==> src/hw/ft_macros.svh <==
`ifndef FT_MACROS_SVH
`define FT_MACROS_SVH

// ==================================================
// FT245 FIFO strobe timing, in clk cycles
// ==================================================

// Read cycle counter marks
`define FT_RD_STROBE_START 2
`define FT_RD_SAMPLE       9
`define FT_RD_STROBE_STOP  12
`define FT_RD_CYCLE_END    25

// Write cycle counter marks
`define FT_WR_STROBE_START 5
`define FT_WR_STROBE_STOP  15
`define FT_WR_CYCLE_END    25

// ==================================================
// Packet framing
// ==================================================

`define PKT_HEADER_SYMBOL  8'h55
`define PKT_HEADER_COUNT   12
`define PKT_TRAILER_SYMBOL 8'hAA
`define PKT_TRAILER_COUNT  8
`define PKT_ERROR_SYMBOL   8'hEE
// Length and service fields plus trailer
`define PKT_MIN_LENGTH     12

// Payload storage
`define PKT_RAM_WORDS      2048

`endif

==> src/hw/ft_pkg.sv <==
package ft_pkg;

	`include "ft_macros.svh"

	// One byte on the FIFO data bus
	typedef logic [7:0] ft_byte_t;

	// Length, service type or payload word
	typedef logic [15:0] ft_word_t;

	// Word address into payload RAM
	// Width follows RAM depth
	typedef logic [$clog2(`PKT_RAM_WORDS)-1:0] ram_addr_t;

endpackage

==> src/hw/pkt_tx_framer.sv <==
`timescale 1ns/1ps

`include "ft_macros.svh"

module pkt_tx_framer import ft_pkg::*; (
	input  logic      clk,
	input  logic      rst,
	input  logic      pkt_done,
	input  logic      pkt_ok,
	input  ft_word_t  pkt_length,
	input  ft_word_t  pkt_service,
	output ram_addr_t ram_raddr,
	input  ft_word_t  ram_rdata,
	output logic      tx_valid,
	output ft_byte_t  tx_byte,
	input  logic      tx_ready
);

	// Valid echo or error reply
	logic reply_ok;
	// Index of the byte on offer
	ft_word_t tx_cnt;
	ft_word_t tx_nxt;
	// First payload byte sits after header, length, service
	localparam int PAY_START = `PKT_HEADER_COUNT + 4;
	ft_word_t trl_start;
	ft_word_t last_idx;
	ft_word_t cur_off;
	ft_word_t nxt_off;
	logic advance;
	logic last_byte;

	// ==================================================
	// Reply sequencing
	// ==================================================

	assign advance = tx_valid & tx_ready;

	// Error reply carries no payload
	assign trl_start = reply_ok
		? 16'(`PKT_HEADER_COUNT) + pkt_length - 16'(`PKT_TRAILER_COUNT)
		: 16'(PAY_START);
	assign last_idx = trl_start + 16'(`PKT_TRAILER_COUNT - 1);
	assign last_byte = tx_cnt == last_idx;

	always_ff @(posedge clk) begin
		if (rst) begin
			tx_valid <= 1'b0;
			tx_cnt <= '0;
			reply_ok <= 1'b0;
		end else if (pkt_done) begin
			tx_valid <= 1'b1;
			tx_cnt <= '0;
			reply_ok <= pkt_ok;
		end else if (advance) begin
			if (last_byte) begin
				tx_valid <= 1'b0;
			end
			tx_cnt <= tx_nxt;
		end
	end

	// ==================================================
	// Payload prefetch
	// ==================================================

	// Address follows the byte about to be offered
	// so the word is out of RAM when its turn comes
	assign tx_nxt = advance ? tx_cnt + 16'd1 : tx_cnt;
	assign nxt_off = tx_nxt - 16'(PAY_START);
	assign ram_raddr = nxt_off[11:1];

	// Even offset is the low byte
	assign cur_off = tx_cnt - 16'(PAY_START);

	// ==================================================
	// Reply byte mux
	// ==================================================

	always_comb begin
		if (tx_cnt < 16'(`PKT_HEADER_COUNT)) begin
			tx_byte = `PKT_HEADER_SYMBOL;
		end else if (tx_cnt == 16'(`PKT_HEADER_COUNT)) begin
			tx_byte = pkt_length[7:0];
		end else if (tx_cnt == 16'(`PKT_HEADER_COUNT + 1)) begin
			tx_byte = pkt_length[15:8];
		end else if (tx_cnt == 16'(`PKT_HEADER_COUNT + 2)) begin
			tx_byte = reply_ok ? pkt_service[7:0] : `PKT_ERROR_SYMBOL;
		end else if (tx_cnt == 16'(`PKT_HEADER_COUNT + 3)) begin
			tx_byte = reply_ok ? pkt_service[15:8] : `PKT_ERROR_SYMBOL;
		end else if (tx_cnt < trl_start) begin
			tx_byte = cur_off[0] ? ram_rdata[15:8] : ram_rdata[7:0];
		end else begin
			tx_byte = `PKT_TRAILER_SYMBOL;
		end
	end

endmodule

==> config.mk <==
export PLATFORM = sky130hd
export DESIGN_NAME = pkt_tx_framer
export DESIGN_NICKNAME = d
export VERILOG_FILES = /design/src/hw/ft_pkg.sv /design/src/hw/pkt_tx_framer.sv
export VERILOG_INCLUDE_DIRS = /design/src /design/src/hw
export SDC_FILE = /design/constraint.sdc
export NUM_CORES = 1
export LEC_CHECK = 0
export ABC_CLOCK_PERIOD_IN_PS = 6700
export BUFFER_PORTS_ARGS = -buffer_cell sky130_fd_sc_hd__buf_2
export CAP_MARGIN = 20
export CELL_PAD_IN_SITES_DETAIL_PLACEMENT = 0
export CELL_PAD_IN_SITES_GLOBAL_PLACEMENT = 1
export CORE_ASPECT_RATIO = 1.75
export CORE_MARGIN = 3
export CORE_UTILIZATION = 39
export CTS_BUF_LIST = sky130_fd_sc_hd__clkbuf_16
export DETAILED_ROUTE_END_ITERATION = 16
export GPL_TIMING_DRIVEN = 0
export PLACE_DENSITY_LB_ADDON = 0.1
export SLEW_MARGIN = 40
export SYNTH_ARGS = -nofsm -noshare
export SYNTH_HDL_FRONTEND = slang
export SYNTH_SLANG_ARGS = --single-unit
==> constraint.sdc <==
create_clock -name clk -period 6.7 [get_ports clk]
set_input_delay 1.675 -clock clk [delete_from_list [all_inputs] [get_ports clk]]
set_output_delay 1.675 -clock clk [all_outputs]
set_load 0.02 [all_outputs]
**Yosys cells after proc, flatten, opt, wreduce, memory -nomap -nowiden**

Index checks and enable logic that the tools add are counted.

- Reductions and logical operators: 4
- Order comparisons: 2
- Bitwise operators: 1
- Eq/ne operators: 5
- Muxes and demuxes: 14
- Add/sub/neg operators: 6

Operators with widths:

| cell | number |
|---|---|
| 8-bit two-way mux | 9 |
| 16-bit by 4-bit equality test with 1-bit output (second input constant) | 4 |
| 16-bit two-way mux | 2 |
| 16-bit by 1-bit adder with 16-bit output (second input constant) | 1 |
| 16-bit by 3-bit adder with 16-bit output (second input constant) | 1 |
| 4-bit by 16-bit adder with 16-bit output (first input constant) | 1 |
| 16-bit equality test | 1 |
| 16-bit less-than comparator | 1 |
| 16-bit by 4-bit less-than comparator with 1-bit output (second input constant) | 1 |
| 16-bit by 4-bit subtractor with 16-bit output (second input constant) | 1 |
| 12-bit by 5-bit subtractor with 12-bit output (second input constant) | 1 |
| 2-bit nonzero test | 2 |
| 1-bit two-way mux | 3 |
| 2-bit AND reduction | 1 |
| 2-bit OR reduction | 1 |
| 1-bit bitwise AND | 1 |
| 1-bit subtractor (second input constant) | 1 |

- Flip-flop bits (word level): 18
- Output and inout port bits: 20
- Word-level logic and storage cells: 35

**Logic depth before layout (Yosys ltp)**

- Word-level depth: 10
- Mapped depth: 15
- Gate-level depth less buffers: 12

**Worst setup path before layout**

No wires, ideal clock.

- Path kind: input -> output
- Start point: input port pkt_length[4]
- End point: output port tx_byte[2]
- Path slack: 0.553 ns
- Cell stages on the path: 14
- Buffers on the path: 2
- Arrival: 4.472 ns
- Path through: buf_6 > and4_1 > clkbuf_1 > and4_1 > o21ai_0 > ha_1 > a21o_1 > a21o_1 > a21o_1 > a21o_1 > a21oi_1 > o21ai_0 > o31a_1 > o21ai_0

- Word-level cells in the longest chain between the ends: 10

RTL lines:

| item | RTL line | RTL |
|---|---|---|
| start: declaration | pkt_tx_framer.sv:10 | `input ft_word_t pkt_length,` |
| 4-bit by 16-bit adder with 16-bit output | pkt_tx_framer.sv:41 | `` ? 16'(`PKT_HEADER_COUNT) + pkt_length - 16'(`PKT_TRAILER_COUNT) `` |
| 16-bit by 4-bit subtractor with 16-bit output | pkt_tx_framer.sv:41 |  |
| 16-bit two-way mux | pkt_tx_framer.sv:40 | `assign trl_start = reply_ok` |
| 16-bit less-than comparator | pkt_tx_framer.sv:91 | `end else if (tx_cnt < trl_start) begin` |
| 8-bit two-way mux | pkt_tx_framer.sv:91 |  |
| 8-bit two-way mux | pkt_tx_framer.sv:89 | `` end else if (tx_cnt == 16'(`PKT_HEADER_COUNT + 3)) begin `` |
| 8-bit two-way mux | pkt_tx_framer.sv:87 | `` end else if (tx_cnt == 16'(`PKT_HEADER_COUNT + 2)) begin `` |
| 8-bit two-way mux | pkt_tx_framer.sv:85 | `` end else if (tx_cnt == 16'(`PKT_HEADER_COUNT + 1)) begin `` |
| 8-bit two-way mux | pkt_tx_framer.sv:83 | `` end else if (tx_cnt == 16'(`PKT_HEADER_COUNT)) begin `` |
| 8-bit two-way mux | pkt_tx_framer.sv:81 | `` if (tx_cnt < 16'(`PKT_HEADER_COUNT)) begin `` |
| end: declaration | pkt_tx_framer.sv:15 | `output ft_byte_t tx_byte,` |

No other way between the ends.

**Worst setup path in the final report**

- Start point: input port pkt_length[5]
- End point: output port tx_byte[0]

The elaborated chain is that of the path after synthesis.

==> impl_metrics.json <==
{
  "synth_nets": 436,
  "clock-root-buffer": "clkbuf_16",
  "die_y_um": 116,
  "cts_tree": "yes",
  "hpwlAfterDp_um": 7380,
  "drt_iter0_drc": 145,
  "antenna_cells": 0,
  "path_class": "in2out",
  "numCtsBuffers": 3,
  "clock.fmax_ghz": 0.153,
  "die_width_um": 68.9,
  "syn_inst": 360,
  "clock-skew-final_ns": 0.00238,
  "synth_common_cells": "xnor2_1 (31), nor2_1 (28), nand2_1 (27)",
  "seqPwrFrac": 0.343,
  "routabilityCongestion": 0.818,
  "grt_pass1_wl_um": 13900,
  "clock-sinks": 18,
  "syn_avg_cell_area_sq_um": 7.50,
  "start_util": 0.407,
  "grt_pass1_vias": 2916,
  "drive_above_1_share": 0.216,
  "hold_ws_ns": 0.638,
  "relSlewSlack": 0.452,
  "clk_latency_ns": 0.25,
  "finalCritPeriodShare": 0.973,
  "yosysTopAreaCellShare": 0.134,
  "status": "completed",
  "vias": 2884,
  "finalHoldViolCount": 0,
  "synth.top_cells.by_area": "dfxtp_1 (13%), ha_1 (11%), xnor2_1 (10%)",
  "drv_slew": 0,
  "clock_path_buffers": 2,
  "yosysMostFrequentCell": "xnor2_1",
  "drtPass1Iterations": 4,
  "grt_max_degree": 11,
  "syn2layout_area_growth_pct": 20.4,
  "antenna_left": 0,
  "total_power_mw": 0.320,
  "cp-end-kind": "output pin",
  "startpoint_type": "input port",
  "p_leak_nw": 1.31,
  "cellPowerDensity_nw_per_um2": 98.4,
  "internal_power_mw": 0.226,
  "drt_wl_total_um": 8760,
  "cp.required_ns": 5.03,
  "pwr-share-clk": 0.385,
  "nets": 512,
  "fp.coreArea_sq_um": 6640,
  "rows": 39,
  "synth-main-ff-cell": "dfxtp_1",
  "combPwrFrac": 0.272,
  "wl_per_cell_um": 16.9,
  "path_clk_slew_ns": 0.05,
  "utilization": 0.490,
  "synth_area_sq_um": 2700,
  "ctsHoldBuffers": 0,
  "track_usage": 0.229,
  "worst_pin_slew_ns": 0.810,
  "antenna_found_initial": 0,
  "overflow": 0,
  "switching_share": 0.294,
  "finalCriticalPeriod_ns": 6.52,
  "p_switching_mw": 0.0940,
  "drc": 0,
  "setup_viol": 0,
  "vdd_drop_max_mv": 0.107,
  "port-buffer-count": 70,
  "async_flop_share": 0,
  "synth_area_leader_cell": "dfxtp_1",
  "via_per_inst": 5.58,
  "synth-edff-count": 0,
  "hold_class": "reg2reg",
  "die-area_sq_um": 7990,
  "htreeDepth": 1,
  "arrival_ns": 4.85,
  "rsz0062_at_grt": "false",
  "yosysSeqAreaShare": 0.134,
  "drv_cap": 0,
  "io_pins": 73,
  "crit_fanout": 6,
  "yosys_warnings": 0,
  "ys_seq_elements": 18,
  "tns_ns": 0,
  "synth.distinct_cells": 54
}
-- stage by stage --
step           instance area (sq um)  setup WS [ns]  instances
6_report                        3250          0.178        517
5_1_grt                         3250        0.00772        517
4_1_cts                         3240         0.0122        516
3_5_place_dp                    3160         -0.258        512
3_3_place_gp                    3150         -0.324        512
2_1_floorplan                   2700          0.553        360
-- worst paths after layout --
check                             endpoint  cells past startpoint  slack (ns)           from
worst max-delay path            tx_byte[0]                     14        0.18  pkt_length[5]
worst min-delay path            tx_cnt[12]                      2        0.64     tx_cnt[12]
worst max register to register    tx_valid                     15        2.83       reply_ok
worst min register to register  tx_cnt[12]                      2        0.64     tx_cnt[12]
-- cell families (layout without fill, tap and decap cells) --
| kind of cell | Yosys count | after routing | synth area share |
|---|---|---|---|
| multiplexers | 16 | 16 | 0.0617 |
| AND/OR/NAND/NOR | 138 | 138 | 0.267 |
| flip-flops | 18 | 18 | 0.134 |
| adder cells (fa/ha/maj) | 23 | 23 | 0.107 |
| AO/OA/AOI/OAI | 83 | 83 | 0.213 |
| XOR/XNOR | 48 | 48 | 0.156 |
| buffers and inverters | 34 | 109 | 0.0626 |
-- flip-flops by register name, indices dropped and copies added (netlist names) --
register	count
reply_ok	1
tx_cnt	16
tx_valid	1
-- cell type report --
cell class | instances | area, sq um
plain buffers | 19 | 113
multi-input cells | 308 | 2180
clock buffers | 3 | 75.1
clock inverters | 1 | 3.75
inverters | 15 | 56.3
well taps | 82 | 103
repair buffers | 71 | 358
flip-flops and latches | 18 | 360
fillers | 687 | 3390
-- power by group through the flow --
stage	Sequential (mW)	Clock [mW]	Combinational, mW
after CTS	0.110	0.126	0.0873
after global routing	0.110	0.128	0.0962
after detailed placement	0.112	0	0.0866
final	0.110	0.123	0.0870
after floorplan	0.113	0	0.0499
after global placement	0.112	0	0.0850
-- layer usage --
layer  up-vias  GRT usage  wire length [um]
met5         -          0                 0
met4         0     0.0846               215
met3        10     0.0165               367
met2        85      0.453              4830
met1      1324      0.236              3350
li1       1465          -                 -
-- cell usage in the layout (no fill, tap or decap), drive strengths merged, types with 11 or more instances in the layout --
| master | instances |
|---|---|
| xnor2 | 31 |
| xor2 | 17 |
| o21ai | 17 |
| mux2i | 11 |
| buf | 78 |
| nand3 | 20 |
| dfxtp | 18 |
| nand2 | 27 |
| a21oi | 12 |
| nor2 | 29 |
| o22ai | 12 |
| inv | 15 |
| clkbuf | 15 |
| ha | 23 |
-- worst max-delay path, cell delays in order --
cell and delay [ns]:
buf_2 0.14, nand4_1 0.28, nor4_1 0.44, xnor2_1 0.15
nand2b_1 0.23, ha_1 0.32, nand4_1 0.16, o31ai_1 0.31
a21oi_1 0.09, o21ai_0 0.31, nor3_2 0.09, buf_4 0.18
a221o_1 0.31, buf_2 0.16
-- repair_timing --
| item | 4_1_cts | 5_1_grt |
|---|---|---|
| buffers inserted | 0 | 1 |
| setup endpoints to repair | 6 | 7 |
| pin swaps | 1 | 1 |
| resized for setup | 1 | 1 |
(Power assumes the default switching activity.)
