[config.mk]
export PLATFORM = sky130hd
export DESIGN_NAME = ft_wr_cycle
export DESIGN_NICKNAME = d
export VERILOG_FILES = /design/src/hw/ft_pkg.sv /design/src/hw/ft_wr_cycle.sv
export VERILOG_INCLUDE_DIRS = /design/src /design/src/hw
export SDC_FILE = /design/constraint.sdc
export NUM_CORES = 1
export LEC_CHECK = 0
export BUFFER_PORTS_ARGS = -buffer_cell sky130_fd_sc_hd__buf_2
export CORE_MARGIN = 2
export CORE_UTILIZATION = 51
export DETAILED_ROUTE_END_ITERATION = 6
export GPL_ROUTABILITY_DRIVEN = 0
export PLACE_DENSITY = 0.8
export SLEW_MARGIN = 5
export SYNTH_ARGS = -nofsm -noshare
export SYNTH_HDL_FRONTEND = slang
export SYNTH_SLANG_ARGS = --single-unit
[constraint.sdc]
create_clock -name clk -period 3.7 [get_ports clk]
set_input_delay 0.74 -clock clk [delete_from_list [all_inputs] [get_ports clk]]
set_output_delay 0.74 -clock clk [all_outputs]
set_load 0.02 [all_outputs]
[src/hw/ft_macros.svh]
`ifndef FT_MACROS_SVH
`define FT_MACROS_SVH

// ==================================================
// FT245 FIFO strobe timing, in clk cycles
// ==================================================

// Read cycle counter marks
`define FT_RD_STROBE_START 2
`define FT_RD_SAMPLE       9
`define FT_RD_STROBE_STOP  12
`define FT_RD_CYCLE_END    25

// Write cycle counter marks
`define FT_WR_STROBE_START 5
`define FT_WR_STROBE_STOP  15
`define FT_WR_CYCLE_END    25

// ==================================================
// Packet framing
// ==================================================

`define PKT_HEADER_SYMBOL  8'h55
`define PKT_HEADER_COUNT   12
`define PKT_TRAILER_SYMBOL 8'hAA
`define PKT_TRAILER_COUNT  8
`define PKT_ERROR_SYMBOL   8'hEE
// Length and service fields plus trailer
`define PKT_MIN_LENGTH     12

// Payload storage
`define PKT_RAM_WORDS      2048

`endif

[src/hw/ft_pkg.sv]
package ft_pkg;

	`include "ft_macros.svh"

	// One byte on the FIFO data bus
	typedef logic [7:0] ft_byte_t;

	// Length, service type or payload word
	typedef logic [15:0] ft_word_t;

	// Word address into payload RAM
	// Width follows RAM depth
	typedef logic [$clog2(`PKT_RAM_WORDS)-1:0] ram_addr_t;

endpackage

[src/hw/ft_wr_cycle.sv]
`timescale 1ns/1ps

`include "ft_macros.svh"

module ft_wr_cycle import ft_pkg::*; (
	input  logic     clk,
	input  logic     rst,
	input  logic     txe_n,
	input  logic     tx_valid,
	input  ft_byte_t tx_byte,
	output logic     tx_ready,
	output logic     wr,
	output ft_byte_t dout,
	output logic     wr_active
);

	// txe_n synchronizer, high means FIFO full
	logic txe_meta;
	logic txe_sync;
	logic tx_accept;
	logic wr_hold;
	logic [4:0] wr_cnt;

	always_ff @(posedge clk) begin
		if (rst) begin
			txe_meta <= 1'b1;
			txe_sync <= 1'b1;
		end else begin
			txe_meta <= txe_n;
			txe_sync <= txe_meta;
		end
	end

	// ==================================================
	// Byte handshake
	// ==================================================

	// Idle and room in the FIFO
	assign tx_ready = ~wr_active & ~txe_sync;
	assign tx_accept = tx_valid & tx_ready;

	// Byte held on the bus for the whole cycle
	always_ff @(posedge clk) begin
		if (tx_accept) begin
			dout <= tx_byte;
		end
	end

	// ==================================================
	// Write cycle timing
	// ==================================================

	// Strobe start waits while the FIFO reports full
	assign wr_hold = (wr_cnt == 5'(`FT_WR_STROBE_START)) & txe_sync;

	always_ff @(posedge clk) begin
		if (rst) begin
			wr_active <= 1'b0;
			wr_cnt <= '0;
		end else if (tx_accept) begin
			wr_active <= 1'b1;
			wr_cnt <= '0;
		end else if (wr_active) begin
			if (wr_cnt == 5'(`FT_WR_CYCLE_END)) begin
				wr_active <= 1'b0;
				wr_cnt <= '0;
			end else if (!wr_hold) begin
				wr_cnt <= wr_cnt + 5'd1;
			end
		end
	end

	// FIFO latches dout on the falling edge of wr
	always_ff @(posedge clk) begin
		if (rst) begin
			wr <= 1'b0;
		end else if (wr_active && wr_cnt == 5'(`FT_WR_STROBE_START) && !txe_sync) begin
			wr <= 1'b1;
		end else if (wr_cnt == 5'(`FT_WR_STROBE_STOP)) begin
			wr <= 1'b0;
		end
	end

endmodule

Yosys cells after proc, flatten, opt, wreduce, memory -nomap -nowiden
Cells that the tools add are included.
Widths: inputs -> output; s select.
{"block": "classes", "add_sub_neg": 1, "eq_ne": 4, "mux": 7, "bitwise_logic": 5, "reduce_logical": 6}
{"op": "$mux 5", "n": 2}
{"op": "$add 5x1->5 const B", "n": 1}
{"op": "$eq 5x3->1 const B", "n": 1}
{"op": "$eq 5x4->1 const B", "n": 1}
{"op": "$eq 5x5->1 const B", "n": 1}
{"op": "$mux 1", "n": 5}
{"op": "$and 1x1->1", "n": 3}
{"op": "$logic_and 1x1->1", "n": 2}
{"op": "$ne 2x1->1 const B", "n": 1}
{"op": "$not 1->1", "n": 2}
{"op": "$reduce_and 2->1", "n": 1}
{"op": "$reduce_bool 2->1", "n": 1}
{"op": "$reduce_or 2->1", "n": 1}
{"op": "$logic_not 1->1", "n": 1}
{"block": "word_totals", "ff_bits": 17, "input_bits": 12}

Logic depth before layout (Yosys ltp)
Gate-level depths: netlist of run 1.
{"block": "logic_depth", "word_depth": 4, "mapped_depth": 6, "ltp_nobuf": 6}

Least setup slack after synthesis of run 1
Ideal clock, no wire load.
{"block": "synth_timing", "kind": "input to register", "start": "input tx_valid", "end": "register wr_cnt[1]", "arrival_time_ps": 1637, "setup_slack_ps": 1943, "stages": 4, "path_buffers": 0, "path_cell_list": "or3b_1 inv_2 nor4_1 mux2_2"}
{"block": "synth_via", "elab_chain_len": 2}
{"element": "start: declaration", "line_no": "ft_wr_cycle.sv:9", "text": "input logic tx_valid,"}
{"element": "$and 1x1->1", "line_no": "ft_wr_cycle.sv:40", "text": "assign tx_accept = tx_valid & tx_ready;"}
{"element": "named net tx_accept", "line_no": "ft_wr_cycle.sv:20", "text": "logic tx_accept;"}
{"element": "$reduce_or 2->1 (no line)"}
{"element": "end signal: assignment", "line_no": "ft_wr_cycle.sv:68", "text": "wr_cnt <= wr_cnt + 5'd1;"}
{"element": "end: declaration", "line_no": "ft_wr_cycle.sv:22", "text": "logic [4:0] wr_cnt;"}
The timed path passes the listed nets, and every way through them passes these cells.
A chain may end at the register's enable or synchronous reset.

Worst setup path after layout of run 1
{"block": "layout_timing", "start": "register wr_active", "end": "output wr_active"}
{"element": "start: declaration", "line_no": "ft_wr_cycle.sv:14", "text": "output logic wr_active"}
{"element": "start signal: assignment", "line_no": "ft_wr_cycle.sv:58", "text": "wr_active <= 1'b0;"}
{"element": "start signal: assignment", "line_no": "ft_wr_cycle.sv:61", "text": "wr_active <= 1'b1;"}
{"element": "start signal: assignment", "line_no": "ft_wr_cycle.sv:65", "text": "wr_active <= 1'b0;"}
No word-level cell between the ends.

==> results of run 1 <==
-- state kept, by name (all words and copies together) (netlist names) --
| name | flops |
|---|---|
| txe_sync | 1 |
| txe_meta | 1 |
| wr_active | 1 |
| wr | 1 |
| dout | 8 |
| wr_cnt | 5 |
-- power by group through the flow --
stage	registers, mW	logic [mW]	clock network, mW
detailed placement	0.207	0.0209	0
finish	0.203	0.0207	0.0946
global route	0.204	0.0226	0.106
global placement	0.207	0.0200	0
CTS	0.203	0.0210	0.0971
floorplan	0.209	0.00908	0
-- metal layers --
layer  vias to the layer above  wire length [µm]
met1                       271               569
met5                         -                 0
met2                        31               704
li1                        279                 -
met3                         6                92
met4                         0                29
-- worst paths after layout --
path,to,slack [ns],startpoint,cells after the start
max,wr_active,1.96,wr_active$_SDFF_PP0_,1
max reg2reg,wr_cnt[2]$_SDFFE_PP0P_,1.97,wr_cnt[1]$_SDFFE_PP0P_,5
min reg2reg,txe_sync$_SDFF_PP1_,0.42,txe_meta$_SDFF_PP1_,1
min,txe_sync$_SDFF_PP1_,0.42,txe_meta$_SDFF_PP1_,1
-- cells by family after synthesis --
group,share of synthesized area (%)
AOI/OAI and AO/OA,12.3
adders and majority gates,5.22
muxes,1.57
DFF,58.4
and+or+nand+nor,17.7
buffers and inverters,4.70
-- layout by cell type (no fill, tap or decap) --
cell type	netlist	final
and3_1	1	1
a32oi_1	1	1
clkbuf_1	1	1
or2_2	2	2
edfxtp_1	8	8
inv_2	1	1
nand2_1	1	1
dfxtp_1	9	9
a211o_1	1	1
buf_2	0	22
ha_1	3	3
nand3_1	4	4
nor4_1	2	2
o2bb2ai_1	1	1
inv_1	7	7
clkbuf_4	0	3
nor3_1	1	1
o22ai_1	1	1
nor2_1	4	4
a2111oi_4	1	1
or3_1	2	2
a21oi_1	4	4
mux2_2	1	1
or3b_1	1	1
nand4b_1	1	1
o32ai_1	1	1
and4bb_1	1	1
and4b_1	1	1
-- layout make-up --
class                      count  area (µm²)
timing repair buffer          22         110
inverter                       8        30.0
tap                           15        18.8
fill                         105         447
multi-input combinational     35         265
sequential                    17         420
clock buffer                   4        26.3
-- metrics by stage --
| step | utilization (%) | std cells | total power, mW | setup slack, ns | cell area [µm²] |
|---|---|---|---|---|---|
| after floorplan | - | 61 | 0.218 | 1.94 | 719 |
| after global routing | 66.1 | 101 | 0.332 | 1.90 | 871 |
| after CTS | 66.1 | 101 | 0.321 | 1.95 | 871 |
| after detailed placement | 64.1 | 97 | 0.228 | 1.78 | 845 |
| after global placement | 64.1 | 97 | 0.227 | 1.82 | 845 |
| final | 66.1 | 101 | 0.318 | 1.96 | 871 |
==> flow_summary.json, run 1 <==
{
  "status": "finished, final reports clean",
  "worst-path-buf-inv": 1,
  "timing.hold.ws_ns": 0.423,
  "yosysWarnings": 0,
  "die_w_um": 41.6,
  "post-route-period-util_pct": 47.0,
  "setup_violations": 0,
  "synth_cells": 61,
  "swShare_pct": 21.2,
  "h-tree-depth": 1,
  "met3_usage_pct": 4.78,
  "power_switching_mw": 0.0673,
  "drv_cap": 0,
  "synth_top_area_share_pct": 33.4,
  "clk_latency_ns": 0.29,
  "power_density_mw_per_mm2": 365,
  "syn_to_final_growth_pct": 21.0,
  "slowest_stage": "dfxtp_1",
  "cts_root_buf": "clkbuf_4",
  "post_cts_buffers": 0,
  "ys_ff_latch": 17,
  "dp_hpwl_mm": 1.04,
  "async_flop_share_pct": 0,
  "clkTransAtPathRegs_ns": 0.08,
  "core_mm2": 0.00132,
  "crit_chain": "buf_2",
  "rsz0062_at_grt": "false",
  "die_h_um": 41.6,
  "min_path_type": "reg -> reg",
  "start_kind": "register",
  "yosys_most_used_dff": "dfxtp_1",
  "cts_tree": "built",
  "p_comb_share_pct": 6.5,
  "grt_pass1_vias": 518,
  "p_int_mw": 0.251,
  "via_per_inst": 5.81,
  "tns_ns": 0,
  "fp.dieArea_mm2": 0.00173,
  "ant_nets": 0,
  "initial_core_util_pct": 54.6,
  "drive_gt1_share_pct": 34.9,
  "num_vias": 587,
  "tightestPinTransition_ns": 0.306,
  "dr.pass1.iters": 4,
  "busiest_layer": "met2",
  "p_clk_share_pct": 29.7,
  "overflow": 0,
  "grt_max_degree": 15,
  "grtUsageTotal_pct": 17.3,
  "drt_iter0_drc": 15,
  "numCtsBuffers": 3,
  "holdBufCountCts": 0,
  "required_ns": 2.96,
  "clock_path_buffers": 2,
  "power_frac_seq_pct": 63.8,
  "path_class": "reg -> out",
  "synth_most_common_cell": "dfxtp_1",
  "syn-num-nets": 76,
  "synth.distinct_cells": 26,
  "slew_headroom_pct": 79.6,
  "peakVddDrop_mv": 0.243,
  "min_period_ns": 1.74,
  "cts_num_sinks": 17,
  "num_io_pins": 23,
  "synth_common_cells": "dfxtp_1, edfxtp_1, inv_1",
  "synth_area_leaders": "edfxtp_1, dfxtp_1, ha_1",
  "synth_top_cell_by_area": "edfxtp_1",
  "synth_edf_count": 8,
  "port-buffer-count": 22,
  "max_freq_ghz": 0.576,
  "hold_violations": 0,
  "routedWlPerCell_um": 13.8,
  "cp_top_family": "flip-flops",
  "ctsResizeCount": 0,
  "drv_slew": 0,
  "antenna_cells": 0,
  "remaining_drc_errors": 0,
  "nNetsFinal": 102,
  "row_count": 13,
  "antenna_found_initial": 0,
  "critPathArrivalTime_ns": 1.00,
  "use_met2_pct": 28.7,
  "critPathMaxStageDelay_ns": 0.49,
  "total_leakage_power_nw": 0.365,
  "grt_use_met1_pct": 20.9,
  "crit_path_end_kind": "primary output",
  "synth_area_um2": 719,
  "finClkSkew_ns": 0.00618,
  "crit_fanout": 8,
  "grt_pass1_wl_mm": 2.26,
  "routed_wl_mm": 1.40,
  "synth.yosys.seq_area_share_pct": 58.4,
  "avgSynthCellArea_um2": 11.8
}
(Power assumes the default switching activity.)
==> inputs of run 2 (changes only) <==
--- a/config.mk
+++ b/config.mk
@@ -8,10 +8,10 @@
 export LEC_CHECK = 0
 export BUFFER_PORTS_ARGS = -buffer_cell sky130_fd_sc_hd__buf_2
 export CORE_MARGIN = 2
-export CORE_UTILIZATION = 51
+export CORE_UTILIZATION = 47
 export DETAILED_ROUTE_END_ITERATION = 6
 export GPL_ROUTABILITY_DRIVEN = 0
-export PLACE_DENSITY = 0.8
+export PLACE_DENSITY = 0.75
 export SLEW_MARGIN = 5
 export SYNTH_ARGS = -nofsm -noshare
 export SYNTH_HDL_FRONTEND = slang
==> constraint.sdc (replaced) <==
create_clock -name clk -period 1.8 [get_ports clk]
set_input_delay 0.36 -clock clk [delete_from_list [all_inputs] [get_ports clk]]
set_output_delay 0.36 -clock clk [all_outputs]
set_load 0.02 [all_outputs]
==> run 2 against run 1 <==
Global-route usage decreased by 1.8 points. Clock power increased by 120%. Final cell count increased by 4.0%. Setup slack got worse by 1.8 ns. Sequential power increased by 100%. Utilization decreased by 5.2 points. First-iteration DRC count decreased by 13%. Combinational power increased by 130%. Sequential share of layout area decreased by 1.3 points. Critical path type is now reg -> reg.
==> flow_summary.json, run 2 (synthesized netlist as in run 1, its figures left out) <==
{
  "drive_gt1_share_pct": 38.2,
  "post_cts_buffers": 0,
  "p_comb_share_pct": 7.0,
  "fp.dieArea_mm2": 0.00186,
  "clk_latency_ns": 0.29,
  "p_int_mw": 0.515,
  "largestRegisters": "dout: 8 flops, wr_cnt: 5 flops",
  "utilization_pct": 60.9,
  "crit_path_end_kind": "register",
  "start_kind": "register",
  "hold_violations": 0,
  "cp_top_family": "compound AO/OA/AOI/OAI gates",
  "path_class": "reg -> reg",
  "overflow": 0,
  "antenna_found_initial": 0,
  "remaining_drc_errors": 0,
  "reg2reg_depth": 5,
  "h-tree-depth": 1,
  "critPathMaxStageDelay_ns": 0.37,
  "grt_pass1_wl_mm": 2.06,
  "status": "finished, final reports clean",
  "min_path_type": "in -> reg",
  "holdBufCountCts": 0,
  "drv_slew": 0,
  "required_ns": 2.01,
  "routedWlPerCell_um": 12.9,
  "fill_cells": 120,
  "numCtsBuffers": 3,
  "peakVddDrop_mv": 0.424,
  "grtUsageTotal_pct": 15.5,
  "grt_pass1_vias": 496,
  "cts_root_buf": "clkbuf_4",
  "slowest_stage": "dfxtp_1",
  "critical_path_depth": 5,
  "slew_headroom_pct": 83.7,
  "cts_tree": "built",
  "via_per_inst": 5.41,
  "num_vias": 568,
  "final_common_cell": "buf_2",
  "initial_core_util_pct": 48.9,
  "antenna_cells": 0,
  "cts_num_sinks": 17,
  "die_w_um": 43.1,
  "die_h_um": 43.1,
  "critPathArrivalTime_ns": 1.86,
  "worst-path-buf-inv": 1,
  "p_clk_share_pct": 30.8,
  "tns_ns": 0,
  "port-buffer-count": 22,
  "finClkSkew_ns": 0.00188,
  "syn_to_final_growth_pct": 24.5,
  "crit_chain": "inv_1 -> ha_1 -> and4bb_1 -> a211o_1 -> a2111oi_4",
  "swShare_pct": 22.9,
  "tightestPinTransition_ns": 0.245,
  "power_switching_mw": 0.153,
  "ant_nets": 0,
  "largest_reg_flops": 8,
  "power_frac_seq_pct": 62.2,
  "holdPathStages": 1,
  "dp_hpwl_mm": 1.04,
  "core_mm2": 0.00147,
  "rsz0062_at_grt": "false",
  "row_count": 14,
  "setup_violations": 0,
  "ctsResizeCount": 0,
  "clock_path_buffers": 2,
  "final_cell_mix": "buf_2, dfxtp_1, edfxtp_1, inv_1",
  "num_io_pins": 23,
  "total_leakage_power_nw": 0.384,
  "dr.pass1.iters": 4,
  "drv_cap": 0,
  "max_freq_ghz": 0.604,
  "routed_wl_mm": 1.35,
  "clkTransAtPathRegs_ns": 0.10,
  "crit_fanout": 4,
  "drt_iter0_drc": 13,
  "power_density_mw_per_mm2": 746,
  "post-route-period-util_pct": 92.0,
  "min_period_ns": 1.66,
  "nNetsFinal": 105,
  "largest_register": "dout",
  "grt_max_degree": 14
}
[run 2: cell count changes in the layout (fill, tap and decap cells not counted)]
cell / change
buf_4: +3
clkbuf_1: -1
clkinv_2: +1
[run 2: path summary, 6_finish.rpt]
kind,start,to,slack [ns]
setup reg to reg,wr_cnt[1]$_SDFFE_PP0P_,wr_cnt[2]$_SDFFE_PP0P_,0.14
hold / removal,tx_byte[6],dout[6]$_DFFE_PP_,0.23
hold reg to reg,txe_meta$_SDFF_PP1_,txe_sync$_SDFF_PP1_,0.43
setup / recovery,wr_cnt[1]$_SDFFE_PP0P_,wr_cnt[2]$_SDFFE_PP0P_,0.14
[run 2: final cells by class]
type | count | area (µm²) | share of cell area, %
multi-input cells | 35 | 265 | 29.6
repair buffers | 25 | 133 | 14.8
well taps | 16 | 20.0 | 2.23
inverters | 8 | 30.0 | 3.35
clock buffers | 3 | 22.5 | 2.51
clock inverters | 1 | 5.00 | 0.559
flip-flops and latches | 17 | 420 | 46.9
[run 2: power groups by stage]
stage | Combinational, mW | Sequential (mW) | Clock, mW
final | 0.0467 | 0.416 | 0.206
after global routing | 0.0515 | 0.416 | 0.222
after CTS | 0.0471 | 0.416 | 0.212
after detailed placement | 0.0470 | 0.424 | 0
after global placement | 0.0455 | 0.424 | 0
after floorplan | 0.0187 | 0.430 | 0
[run 2: worst register-to-register path: stages, from the launching register on]
cell,delay (ns)
dfxtp_1,0.37
inv_1,0.07
ha_1,0.20
and4bb_1,0.24
a211o_1,0.36
a2111oi_4,0.34
[run 2: metrics by stage]
step           hold slack, ns  power, mW  setup WS [ns]  cells  cell area, µm²
2_1_floorplan           0.389      0.448          0.251     61             719
3_3_place_gp            0.399      0.470          0.217    101             868
3_5_place_dp            0.408      0.471          0.167    101             868
4_1_cts                 0.225      0.675          0.142    105             896
5_1_grt                 0.224      0.690         0.0381    105             896
6_report                0.233      0.668          0.144    105             896
[run 2: metal layers]
metal,global-route usage [%],wire [µm]
met2,24.5,663
met1,19.1,595
met5,0,0
met3,3.83,70
met4,9.09,24
