<file path="src/hw/ft_macros.svh">
`ifndef FT_MACROS_SVH
`define FT_MACROS_SVH

// ==================================================
// FT245 FIFO strobe timing, in clk cycles
// ==================================================

// Read cycle counter marks
`define FT_RD_STROBE_START 2
`define FT_RD_SAMPLE       9
`define FT_RD_STROBE_STOP  12
`define FT_RD_CYCLE_END    25

// Write cycle counter marks
`define FT_WR_STROBE_START 5
`define FT_WR_STROBE_STOP  15
`define FT_WR_CYCLE_END    25

// ==================================================
// Packet framing
// ==================================================

`define PKT_HEADER_SYMBOL  8'h55
`define PKT_HEADER_COUNT   12
`define PKT_TRAILER_SYMBOL 8'hAA
`define PKT_TRAILER_COUNT  8
`define PKT_ERROR_SYMBOL   8'hEE
// Length and service fields plus trailer
`define PKT_MIN_LENGTH     12

// Payload storage
`define PKT_RAM_WORDS      2048

`endif

</file>
<file path="src/hw/ft_pkg.sv">
package ft_pkg;

	`include "ft_macros.svh"

	// One byte on the FIFO data bus
	typedef logic [7:0] ft_byte_t;

	// Length, service type or payload word
	typedef logic [15:0] ft_word_t;

	// Word address into payload RAM
	// Width follows RAM depth
	typedef logic [$clog2(`PKT_RAM_WORDS)-1:0] ram_addr_t;

endpackage

</file>
<file path="src/hw/ft_rd_cycle.sv">
`timescale 1ns/1ps

`include "ft_macros.svh"

module ft_rd_cycle import ft_pkg::*; (
	input  logic     clk,
	input  logic     rst,
	input  logic     rxf_n,
	input  ft_byte_t din,
	output logic     rd_n,
	output logic     rx_valid,
	output ft_byte_t rx_byte,
	output logic     rd_active
);

	// rxf_n synchronizer plus edge history
	logic rxf_meta;
	logic rxf_sync;
	logic rxf_prev;
	logic rxf_fall;
	// Edge seen while a cycle was still running
	logic rd_pend;
	logic rd_start;
	logic [4:0] rd_cnt;
	logic rd_strobe;

	// ==================================================
	// Data-ready detection
	// ==================================================

	always_ff @(posedge clk) begin
		if (rst) begin
			rxf_meta <= 1'b1;
			rxf_sync <= 1'b1;
			rxf_prev <= 1'b1;
		end else begin
			rxf_meta <= rxf_n;
			rxf_sync <= rxf_meta;
			rxf_prev <= rxf_sync;
		end
	end

	// FIFO has a byte once rxf_n drops
	assign rxf_fall = rxf_prev & ~rxf_sync;
	assign rd_start = ~rd_active & (rxf_fall | rd_pend);

	always_ff @(posedge clk) begin
		if (rst) begin
			rd_pend <= 1'b0;
		end else if (rd_start) begin
			rd_pend <= 1'b0;
		end else if (rxf_fall) begin
			rd_pend <= 1'b1;
		end
	end

	// ==================================================
	// Read cycle timing
	// ==================================================

	// Counter runs 0..END, 26 cycles per byte
	always_ff @(posedge clk) begin
		if (rst) begin
			rd_active <= 1'b0;
			rd_cnt <= '0;
		end else if (rd_start) begin
			rd_active <= 1'b1;
			rd_cnt <= '0;
		end else if (rd_active) begin
			if (rd_cnt == 5'(`FT_RD_CYCLE_END)) begin
				rd_active <= 1'b0;
				rd_cnt <= '0;
			end else begin
				rd_cnt <= rd_cnt + 5'd1;
			end
		end
	end

	// Read strobe window
	always_ff @(posedge clk) begin
		if (rst) begin
			rd_strobe <= 1'b0;
		end else if (rd_active && rd_cnt == 5'(`FT_RD_STROBE_START)) begin
			rd_strobe <= 1'b1;
		end else if (rd_cnt == 5'(`FT_RD_STROBE_STOP)) begin
			rd_strobe <= 1'b0;
		end
	end

	assign rd_n = ~rd_strobe;

	// Data is stable well inside the strobe
	always_ff @(posedge clk) begin
		if (rd_active && rd_cnt == 5'(`FT_RD_SAMPLE)) begin
			rx_byte <= din;
		end
	end

	// One pulse, the cycle after sampling
	assign rx_valid = rd_active && (rd_cnt == 5'(`FT_RD_SAMPLE + 1));

endmodule

</file>
<file path="config.mk">
export PLATFORM = sky130hd
export DESIGN_NAME = ft_rd_cycle
export DESIGN_NICKNAME = d
export VERILOG_FILES = /design/src/hw/ft_pkg.sv /design/src/hw/ft_rd_cycle.sv
export VERILOG_INCLUDE_DIRS = /design/src /design/src/hw
export SDC_FILE = /design/constraint.sdc
export NUM_CORES = 1
export LEC_CHECK = 0
export BUFFER_PORTS_ARGS = -buffer_cell sky130_fd_sc_hd__buf_2
export CAP_MARGIN = 15
export CORE_MARGIN = 2
export CORE_UTILIZATION = 45
export DETAILED_ROUTE_END_ITERATION = 8
export PLACE_DENSITY = 0.7
export SYNTH_ARGS = -nofsm -noshare
export SYNTH_HDL_FRONTEND = slang
export SYNTH_SLANG_ARGS = --single-unit
</file>
<file path="constraint.sdc">
create_clock -name clk -period 4 [get_ports clk]
set_input_delay 1.2 -clock clk [delete_from_list [all_inputs] [get_ports clk]]
set_output_delay 1.2 -clock clk [all_outputs]
set_load 0.01 [all_outputs]
</file>
; Word-level counts from Yosys, hierarchy flattened
; Index checks and enable logic that the tools add are counted.
[op_classes]
n_addsub = 1
n_eq_ne = 5
muxes = 6
bitwise = 6
reduce_logical = 5
[op_table]
columns = op, n
row1 = "== test 5 x 4 -> 1 bit, second input constant", 3
row2 = "adder 5 x 1 -> 5 bit, second input constant", 1
row3 = "== test 5 x 2 -> 1 bit, second input constant", 1
row4 = "== test 5 bit, second input constant", 1
row5 = two-way mux 1 bit, 5
row6 = two-way mux 5 bit, 1
row7 = logical AND 1 bit, 3
row8 = inverter 1 bit, 3
row9 = AND 1 bit, 2
row10 = nonzero test 2 bit, 1
row11 = OR reduction 2 bit, 1
row12 = bitwise OR 1 bit, 1
[totals]
reg_bits = 19
inputBits = 11
elab_cells = 31

; Longest topological paths before layout
; Gate-level depths: netlist of run 1.
[logic_depth]
ltp_word = 5
ltp_mapped = 5

; Least setup slack after synthesis of run 1
; No wires, ideal clock.
[synth_path]
path_kind = register to output
startpoint = register rd_active
endpoint = output port rx_valid
t_arrival_ns = 1.146
path_slack_ns = 1.654
path_stages_with_launch = 4
path_cell_list = dfxtp_1 buf_4 nand2_1 nor4b_1
[synth_via]
elab_chain_cells = 1
[synth_lines]
columns = element, line
row1 = start: declaration, ft_rd_cycle.sv:13  ; output logic rd_active
row2 = start signal: assignment, ft_rd_cycle.sv:64  ; rd_active <= 1'b0;
row3 = start signal: assignment, ft_rd_cycle.sv:67  ; rd_active <= 1'b1;
row4 = start signal: assignment, ft_rd_cycle.sv:71  ; rd_active <= 1'b0;
row5 = logical AND 1 bit, ft_rd_cycle.sv:100  ; assign rx_valid = rd_active && (rd_cnt == 5'(`FT_RD_SAMPLE + 1));
row6 = end: declaration, ft_rd_cycle.sv:11  ; output logic rx_valid,
; No other way between the ends.

; Worst setup path in the final report of run 1
; Same ends and word-level chain as after synthesis.

==> flow_metrics.env, run 1 <==
export IMPL_status="finished clean"
export IMPL_drive_above_1_share_pct=35.16
export IMPL_slowest_delay_ns=0.62
export IMPL_path_cells="nand2_1 -> nor4b_1 -> buf_2"
export IMPL_rows=15
export IMPL_crit_type="reg -> out"
export IMPL_p_int_w=0.0002527
export IMPL_syn_area_per_cell_um2=11.90
export IMPL_first_iter_violations=6
export IMPL_max_slew_margin_rel_pct=69.70
export IMPL_hold_class="reg -> reg"
export IMPL_drv_cap=0
export IMPL_synth_top_cell_by_area="edfxtp_1"
export IMPL_crit_buf_inv=1
export IMPL_synth_area_um2=809.5
export IMPL_synth_top_cell_area_share_pct=29.68
export IMPL_firstDrtPassIters=2
export IMPL_cts_made_buffers=3
export IMPL_final_util_pct=55.68
export IMPL_ys_seq_area_share_pct=56.88
export IMPL_cts_tree="done"
export IMPL_cts_repair_resized=0
export IMPL_postSynthCellCount=68
export IMPL_post_cts_setup_buffers=0
export IMPL_area_growth_pct=17.47
export IMPL_num_antenna_cells=0
export IMPL_grt_pass1_wl_mm=2.187
export IMPL_synth_area_top_cells="edfxtp_1 (30%), dfxtp_1 (27%), ha_1 (6.2%), a211oi_1 (3.7%), buf_6 (2.8%)"
export IMPL_endpoint_kind="primary output"
export IMPL_ios=22
export IMPL_cellPowerDensity_nw_per_um2=340.6
export IMPL_antenna_left=0
export IMPL_max_freq_ghz=0.3632
export IMPL_critPathMaxFanout=15
export IMPL_clock_sinks=19
export IMPL_r2r_cells=3
export IMPL_ys_warn_count=0
export IMPL_ir_drop_mv=0.1956
export IMPL_h_tree_depth=1
export IMPL_syn_nets=83
export IMPL_die_area_um2=2154
export IMPL_tns_ns=0
export IMPL_finalHoldViolCount=0
export IMPL_synth_ff_type="dfxtp_1"
export IMPL_netSwitchingPower_w=0.00007115
export IMPL_synthDistinctLibCells=31
export IMPL_tightest_slew_ns=0.4539
export IMPL_hpwlAfterDp_um=981.6
export IMPL_fin_crit_sh_pct=68.84
export IMPL_grt_use_total_pct=14.75
export IMPL_initial_core_util_pct=47.40
export IMPL_start_kind="flip-flop"
export IMPL_regArea_um2=460.4
export IMPL_n_fill_cell=177
export IMPL_ys_ff_latch=19
export IMPL_crit_slowest_cell="dfxtp_1"
export IMPL_worst_path_stages=3
export IMPL_slew_viol_final=0
export IMPL_vias=580
export IMPL_die_x_um=46.42
export IMPL_vias_per_cell=5.000
export IMPL_wl_mm=1.324
export IMPL_gp_congestion=0.8163
export IMPL_hold_depth=1
export IMPL_async_flop_share_pct=0
export IMPL_pwr_share_clk_pct=28.5
export IMPL_crit_family="flip-flops"
export IMPL_final_cell_mix="buf_2 (21), dfxtp_1 (11), edfxtp_1 (8)"
export IMPL_ctsHoldBuffers=0
export IMPL_final_common_cell="buf_2"
export IMPL_die_h_um=46.42
export IMPL_nets=107
export IMPL_wl_per_cell_um=11.41
export IMPL_combPwrFrac_pct=6.5
export IMPL_multi_input_area_um2=300.3
export IMPL_p_leak_nw=0.3820
export IMPL_clock_latency_ns=0.29
export IMPL_place_inst=112
export IMPL_cts_root_buf="clkbuf_4"
export IMPL_rsz0062_at_grt="no"
export IMPL_finClkSkew_ns=0.002592
export IMPL_fin_cells=116
export IMPL_finalSetupViolCount=0
export IMPL_pwr_share_seq_pct=65.0
export IMPL_synth_edf_count=8
export IMPL_clk_pin_slew_ns=0.10
export IMPL_fp_coreArea_um2=1708
export IMPL_antenna_found_initial=0
export IMPL_cts_buffer_depth=2
export IMPL_drc=0
export IMPL_first_global_vias=516
export IMPL_io_buffers=21
export IMPL_grt_max_degree=16
export IMPL_finalCriticalPeriod_ns=2.754
export IMPL_crit_required_ns=2.80
export IMPL_overflow=0
export IMPL_arrival_ns=1.55
export IMPL_switching_share_pct=21.97
==> routing by layer <==
layer  wire [um]  vias up  track usage (%)
met5           0        -                0
met4          10        0            8.571
met3          99        2            4.706
met2         595       18            23.06
met1         618      264            17.60
li1            -      296                -
==> cells by family after synthesis <==
kind of cell | count (synthesis) | share of synthesized area [%]
AOI/OAI and AO/OA | 14 | 12.06
adders and majority gates | 4 | 6.183
buffers and inverters | 8 | 6.027
DFF | 19 | 56.88
and+or+nand+nor | 23 | 18.86
==> sequential cells by signal (all words and copies together), names as in the netlist <==
| register | cells |
|---|---|
| rd_active | 1 |
| rd_cnt | 5 |
| rd_strobe | 1 |
| rxf_sync | 1 |
| rxf_prev | 1 |
| rxf_meta | 1 |
| rx_byte | 8 |
| rd_pend | 1 |
==> per-stage QoR <==
step	cell area, um2	setup WS (ns)	hold WS [ns]	power, W
2_1_floorplan	809.5	1.654	0.3895	0.0002286
3_3_place_gp	923.4	1.656	0.3956	0.0002350
3_5_place_dp	923.4	1.569	0.3989	0.0002362
4_1_cts	950.9	1.224	0.4248	0.0003287
5_1_grt	950.9	1.058	0.4360	0.0003406
6_report	950.9	1.246	0.4199	0.0003239
==> synth_stat cells (2+ instances only) <==
library cell and number:
a211oi_1 4, a31oi_1 3, buf_6 2, dfxtp_1 11, edfxtp_1 8, ha_1 4
inv_1 4, nand2_1 2, nand2b_1 2, nand3_1 2, nand4_1 2, nor2b_1 2
nor4b_1 2, or2_2 3
==> worst register-to-register path: stages (launching register included) <==
cell and delay, ns:
dfxtp_1 0.62, nand2_1 0.16, nor4b_1 0.34, buf_4 0.23
==> path summary, 6_finish.rpt <==
path | start | endpoint | slack [ns]
worst min-delay path | rxf_meta | rxf_sync | 0.42
worst max-delay path | rd_active | rx_valid | 1.25
worst max register to register | rd_active | rx_byte[2] | 2.38
worst min register to register | rxf_meta | rxf_sync | 0.42
==> cell type report <==
cell class | count | share of cell area, %
clock buffers | 3 | 2.368
clock inverters | 1 | 0.5263
multi-input cells | 41 | 31.58
flip-flops and latches | 19 | 48.42
well taps | 25 | 3.289
repair buffers | 22 | 11.84
inverters | 5 | 1.974
==> power by group through the flow <==
| stage | logic, W | registers, W | clock network [W] |
|---|---|---|---|
| after detailed placement | 0.0000211 | 0.000215 | 0 |
| after floorplan | 0.0000159 | 0.000213 | 0 |
| after global routing | 0.0000237 | 0.000211 | 0.000105 |
| after global placement | 0.0000205 | 0.000215 | 0 |
| after CTS | 0.0000212 | 0.000211 | 0.0000969 |
| final | 0.0000209 | 0.000211 | 0.0000923 |
No activity file was read; power rests on OpenSTA's default activity.
==> run 2, diff against run 1 <==
Settings changed: ABC_AREA set to 1, CORE_UTILIZATION 45 to 44, PLACE_DENSITY 0.7 to 0.72.
Clock period 4 ns to 2.4 ns, I/O delays scaled along.
==> flow_metrics.env, run 2 <==
export IMPL_finClkSkew_ns=0.008017
export IMPL_tns_ns=0
export IMPL_slowest_delay_ns=0.39
export IMPL_finalCriticalPeriod_ns=2.069
export IMPL_cts_tree="done"
export IMPL_cts_root_buf="clkbuf_4"
export IMPL_synth_area_top_cells="edfxtp_1 (30%), dfxtp_1 (27%), nand2_1 (8.4%), ha_1 (6.2%), inv_1 (5.6%)"
export IMPL_syn_nets=100
export IMPL_drive_above_1_share_pct=34.86
export IMPL_grt_max_degree=12
export IMPL_area_growth_pct=19.35
export IMPL_synth_top_cell_by_area="edfxtp_1"
export IMPL_antenna_left=0
export IMPL_synth_ff_type="dfxtp_1"
export IMPL_ios=22
export IMPL_postSynthCellCount=85
export IMPL_first_global_vias=544
export IMPL_finalSetupViolCount=0
export IMPL_h_tree_depth=1
export IMPL_clock_sinks=19
export IMPL_post_synth_top_count_cell="nand2_1"
export IMPL_ys_ff_latch=19
export IMPL_max_freq_ghz=0.4834
export IMPL_arrival_ns=1.35
export IMPL_overflow=0
export IMPL_gp_congestion=0.8753
export IMPL_ys_top_cells_by_count="nand2_1 (18), inv_1 (12), dfxtp_1 (11), edfxtp_1 (8), nor2_1 (5)"
export IMPL_drc=0
export IMPL_firstDrtPassIters=2
export IMPL_ctsHoldBuffers=0
export IMPL_vias_per_cell=4.567
export IMPL_critPathMostFrequentCell="inv_1"
export IMPL_crit_buf_inv=3
export IMPL_min_from="rxf_meta"
export IMPL_finalHoldViolCount=0
export IMPL_slew_viol_final=0
export IMPL_initial_core_util_pct=46.81
export IMPL_crit_required_ns=1.68
export IMPL_num_antenna_cells=0
export IMPL_critPathMaxFanout=7
export IMPL_post_cts_setup_buffers=0
export IMPL_ir_drop_mv=0.2961
export IMPL_hpwlAfterDp_mm=1.072
export IMPL_first_iter_violations=11
export IMPL_rows=15
export IMPL_largest_register="rx_byte"
export IMPL_ys_warn_count=0
export IMPL_status="finished clean"
export IMPL_clock_latency_ns=0.30
export IMPL_drv_cap=0
export IMPL_syn_area_per_cell_um2=9.509
export IMPL_wl_mm=1.382
export IMPL_cts_buffer_depth=2
export IMPL_wl_per_cell_um=10.31
export IMPL_io_buffers=21
export IMPL_p_leak_nw=0.4265
export IMPL_fp_coreArea_um2=1727
export IMPL_pre_cts_ws_ns=0.6414
export IMPL_die_x_um=46.86
export IMPL_crit_type="reg -> out"
export IMPL_vias=612
export IMPL_start_kind="flip-flop"
export IMPL_fin_crit_sh_pct=86.19
export IMPL_final_common_cell="buf_2"
export IMPL_fin_cells=134
export IMPL_die_area_um2=2196
export IMPL_nets=125
export IMPL_fin_ws_ns=0.3315
export IMPL_ys_seq_area_share_pct=56.97
export IMPL_r2r_setup_slack_ns=0.78
export IMPL_antenna_found_initial=0
export IMPL_reg_top3="rx_byte x8, rd_cnt x5"
export IMPL_largest_register_ffs=8
export IMPL_cts_repair_resized=0
export IMPL_max_slew_margin_rel_pct=60.38
export IMPL_rsz0062_at_grt="no"
export IMPL_final_cell_mix="buf_2 (21), nand2_1 (18), inv_1 (12)"
export IMPL_timing_rr_start="rd_cnt[0]"
export IMPL_crit_slowest_cell="dfxtp_1"
export IMPL_cts_made_buffers=3
export IMPL_endpoint_kind="primary output"
export IMPL_crit_path_start="rd_cnt[0]"
export IMPL_synth_area_um2=808.3
export IMPL_synthDistinctLibCells=21
export IMPL_async_flop_share_pct=0
export IMPL_synth_edf_count=8
export IMPL_hold_class="reg -> reg"
export IMPL_clk_pin_slew_ns=0.11
export IMPL_grt_pass1_wl_mm=2.277
export IMPL_synth_top_cell_area_share_pct=29.72
export IMPL_crit_family="flip-flops"
export IMPL_grt_use_total_pct=15.37
export IMPL_cellPowerDensity_nw_per_um2=613.9
export IMPL_final_util_pct=55.87
export IMPL_path_cells="inv_1 -> ha_1 -> inv_1 -> nor4_1 -> buf_2"
export IMPL_die_h_um=46.86
export IMPL_place_inst=130
export IMPL_tightest_slew_ns=0.5921
run 2: logic make-up after synthesis:
logic type      count (synthesis)  synth area share (%)
compound gates                  8                 5.262
simple gates                   38                 23.53
buf+inv                        16                 8.049
fa+ha+maj                       4                 6.192
flops                          19                 56.97
run 2: worst register-to-register path: stages (launching register included):
cell and delay, ns:
dfxtp_1 0.46, ha_1 0.22, nand3_2 0.10, nor2_1 0.48
run 2: final cells by class:
class	instances	area, um2
Tap cell	25	31.28
Multi-Input combinational cell	50	282.8
Sequential cell	19	460.4
Inverter	15	57.56
Clock buffer	3	22.52
Fill cell	176	762.0
Timing Repair Buffer	21	105.1
Clock inverter	1	5.005
run 2: worst paths after layout:
kind	end	cells after the start
worst max-delay path	rx_valid	5
worst min-delay path	rxf_sync	1
worst max register to register	rx_byte[3]	3
worst min register to register	rxf_sync	1
run 2: layer usage:
metal / vias to the layer above / wire, um / track usage, %
li1: 316 / - / -
met1: 274 / 569 / 16.55
met2: 18 / 696 / 26.03
met3: 4 / 93 / 4.615
met4: 0 / 23 / 10.00
met5: - / 0 / 0
run 2: stage by stage:
| step | area, um2 | hold slack [ns] | power [W] |
|---|---|---|---|
| final | 964.7 | 0.4232 | 0.0005922 |
| after global routing | 964.7 | 0.4359 | 0.0006248 |
| after CTS | 964.7 | 0.4272 | 0.0005991 |
| after detailed placement | 937.1 | 0.4007 | 0.0004399 |
| after global placement | 937.1 | 0.3937 | 0.0004363 |
| after floorplan | 808.3 | 0.3895 | 0.0004156 |
run 2: report_power, final:
group / total [W] / internal [W] / switching (W) / leakage, nW
clock: 0.000160 / 0.0000621 / 0.0000983 / 0.0177
sequential: 0.000363 / 0.000347 / 0.0000154 / 0.162
combinational: 0.0000692 / 0.0000279 / 0.0000413 / 0.247
total: 0.000592 / 0.000437 / 0.000155 / 0.426
==> run 3, diff against run 2 <==
==> constraint.sdc (replaced) <==
create_clock -name clk -period 2.4 [get_ports clk]
set_input_delay 0.12 -clock clk [delete_from_list [all_inputs] [get_ports clk]]
set_output_delay 0.12 -clock clk [all_outputs]
set_load 0.01 [all_outputs]
==> flow_metrics.env, run 3 (synthesis gave the netlist of run 2 again) <==
export IMPL_status="finished clean"
export IMPL_cellPowerDensity_nw_per_um2=574.8
export IMPL_largest_register="rx_byte"
export IMPL_vias=638
export IMPL_combPwrFrac_pct=13.0
export IMPL_crit_family="simple AND/OR/NAND/NOR gates"
export IMPL_antenna_found_initial=0
export IMPL_drc=0
export IMPL_nets=132
export IMPL_finalSetupViolCount=0
export IMPL_initial_core_util_pct=46.81
export IMPL_critPathMaxFanout=8
export IMPL_min_from="din[7]"
export IMPL_p_int_w=0.0004469
export IMPL_pwr_share_clk_pct=26.0
export IMPL_first_iter_violations=10
export IMPL_r2r_cells=3
export IMPL_io_buffers=21
export IMPL_arrival_ns=1.52
export IMPL_die_h_um=46.86
export IMPL_clock_sinks=19
export IMPL_rsz0062_at_grt="no"
export IMPL_wl_mm=1.369
export IMPL_p_leak_nw=0.4530
export IMPL_drive_above_1_share_pct=31.90
export IMPL_cts_tree="done"
export IMPL_cts_repair_resized=0
export IMPL_r2r_setup_slack_ns=0.82
export IMPL_start_kind="flip-flop"
export IMPL_fin_ws_ns=0.8186
export IMPL_firstDrtPassIters=4
export IMPL_reg_top3="rx_byte x8, rd_cnt x5"
export IMPL_area_growth_pct=27.86
export IMPL_clk_pin_slew_ns=0.10
export IMPL_tightest_slew_ns=0.5858
export IMPL_largest_register_ffs=8
export IMPL_switching_share_pct=24.77
export IMPL_fp_coreArea_um2=1727
export IMPL_max_freq_ghz=0.6324
export IMPL_cts_root_buf="clkbuf_4"
export IMPL_wl_per_cell_um=9.709
export IMPL_die_area_um2=2196
export IMPL_grt_max_degree=11
export IMPL_overflow=0
export IMPL_num_antenna_cells=0
export IMPL_crit_type="reg -> reg"
export IMPL_cts_buffer_depth=2
export IMPL_rows=15
export IMPL_ios=22
export IMPL_hold_end="rx_byte[7]"
export IMPL_path_cells="ha_1 -> nand3_2 -> nor2_1"
export IMPL_first_global_vias=539
export IMPL_clock_latency_ns=0.29
export IMPL_fin_crit_sh_pct=65.89
export IMPL_antenna_left=0
export IMPL_hpwlAfterDp_mm=1.033
export IMPL_crit_slowest_cell="nor2_1"
export IMPL_endpoint_kind="flip-flop"
export IMPL_finalHoldViolCount=0
export IMPL_r2r_end="rx_byte[1]"
export IMPL_pre_cts_ws_ns=0.8282
export IMPL_hold_depth=1
export IMPL_finClkSkew_ns=0.001561
export IMPL_gp_congestion=0.8589
export IMPL_netSwitchingPower_w=0.0001472
export IMPL_crit_required_ns=2.34
export IMPL_grt_use_total_pct=13.86
export IMPL_finalCriticalPeriod_ns=1.581
export IMPL_slowest_delay_ns=0.48
export IMPL_max_slew_margin_rel_pct=60.80
export IMPL_post_cts_setup_buffers=0
export IMPL_grt_pass1_wl_mm=2.111
export IMPL_die_x_um=46.86
export IMPL_slew_viol_final=0
export IMPL_hold_class="in -> reg"
export IMPL_stdcell_area_um2=1033
export IMPL_final_common_cell="buf_2"
export IMPL_place_area_um2=937.1
export IMPL_crit_buf_inv=0
export IMPL_vias_per_cell=4.525
export IMPL_drv_cap=0
export IMPL_ir_drop_mv=0.3640
export IMPL_h_tree_depth=1
export IMPL_cts_made_buffers=3
export IMPL_timing_rr_start="rd_cnt[0]"
export IMPL_final_cell_mix="buf_2 (21), nand2_1 (18), inv_1 (12)"
export IMPL_tns_ns=0
export IMPL_pwr_share_seq_pct=61.0
-- run 3: worst register-to-register path: stages (launching register included) --
cell and delay [ns]:
dfxtp_1 0.45, ha_1 0.20, nand3_2 0.11, nor2_1 0.48
-- run 3: power by group through the flow --
stage	Sequential, W	Combinational (W)	Clock, W
floorplan	0.000367	0.0000486	0
CTS	0.000362	0.0000747	0.000157
global placement	0.000368	0.0000682	0
global route	0.000364	0.0000893	0.000169
detailed placement	0.000369	0.0000688	0
finish	0.000362	0.0000771	0.000155
-- run 3: worst max path at each step --
stage              start         end  depth (start not counted)
6_report       rd_cnt[0]  rx_byte[1]                          3
5_1_grt        rd_cnt[0]  rx_byte[7]                          3
3_3_place_gp   rd_cnt[0]  rx_byte[3]                          3
2_1_floorplan  rd_cnt[0]  rx_byte[0]                          3
3_5_place_dp   rd_cnt[0]  rx_byte[2]                          3
4_1_cts        rd_cnt[0]  rx_byte[1]                          3
-- run 3: through the flow --
stage	hold WS (ns)	cells	util, %	total power [W]
6_report	0.004495	141	59.86	0.0005941
5_1_grt	0.002420	141	59.86	0.0006228
4_1_cts	0.001094	138	58.12	0.0005937
3_5_place_dp	0.2987	130	54.28	0.0004378
3_3_place_gp	0.2977	130	54.28	0.0004365
2_1_floorplan	0.1891	85	-	0.0004156
-- run 3: cell type report --
type / count / area (um2)
Multi-Input combinational cell: 50 / 282.8
Fill cell: 159 / 693.2
Timing Repair Buffer: 28 / 175.2
Inverter: 15 / 57.56
Sequential cell: 19 / 460.4
Tap cell: 25 / 31.28
Clock buffer: 4 / 26.28
-- run 3: what timing repair did --
action                                  in CTS  in global routing
endpoints found under the hold margin        4                  3
endpoints found under the setup margin       0                  0
hold buffers                                 4                  3
-- run 3: routing by layer --
layer,share of wire [%],routed length (um),global-route usage (%),vias up
met1,44,607,14.83,279
met2,48,657,25.21,22
met4,1.5,21,6.667,0
li1,-,-,-,333
met3,6.0,82,3.462,4
met5,0,0,0,-
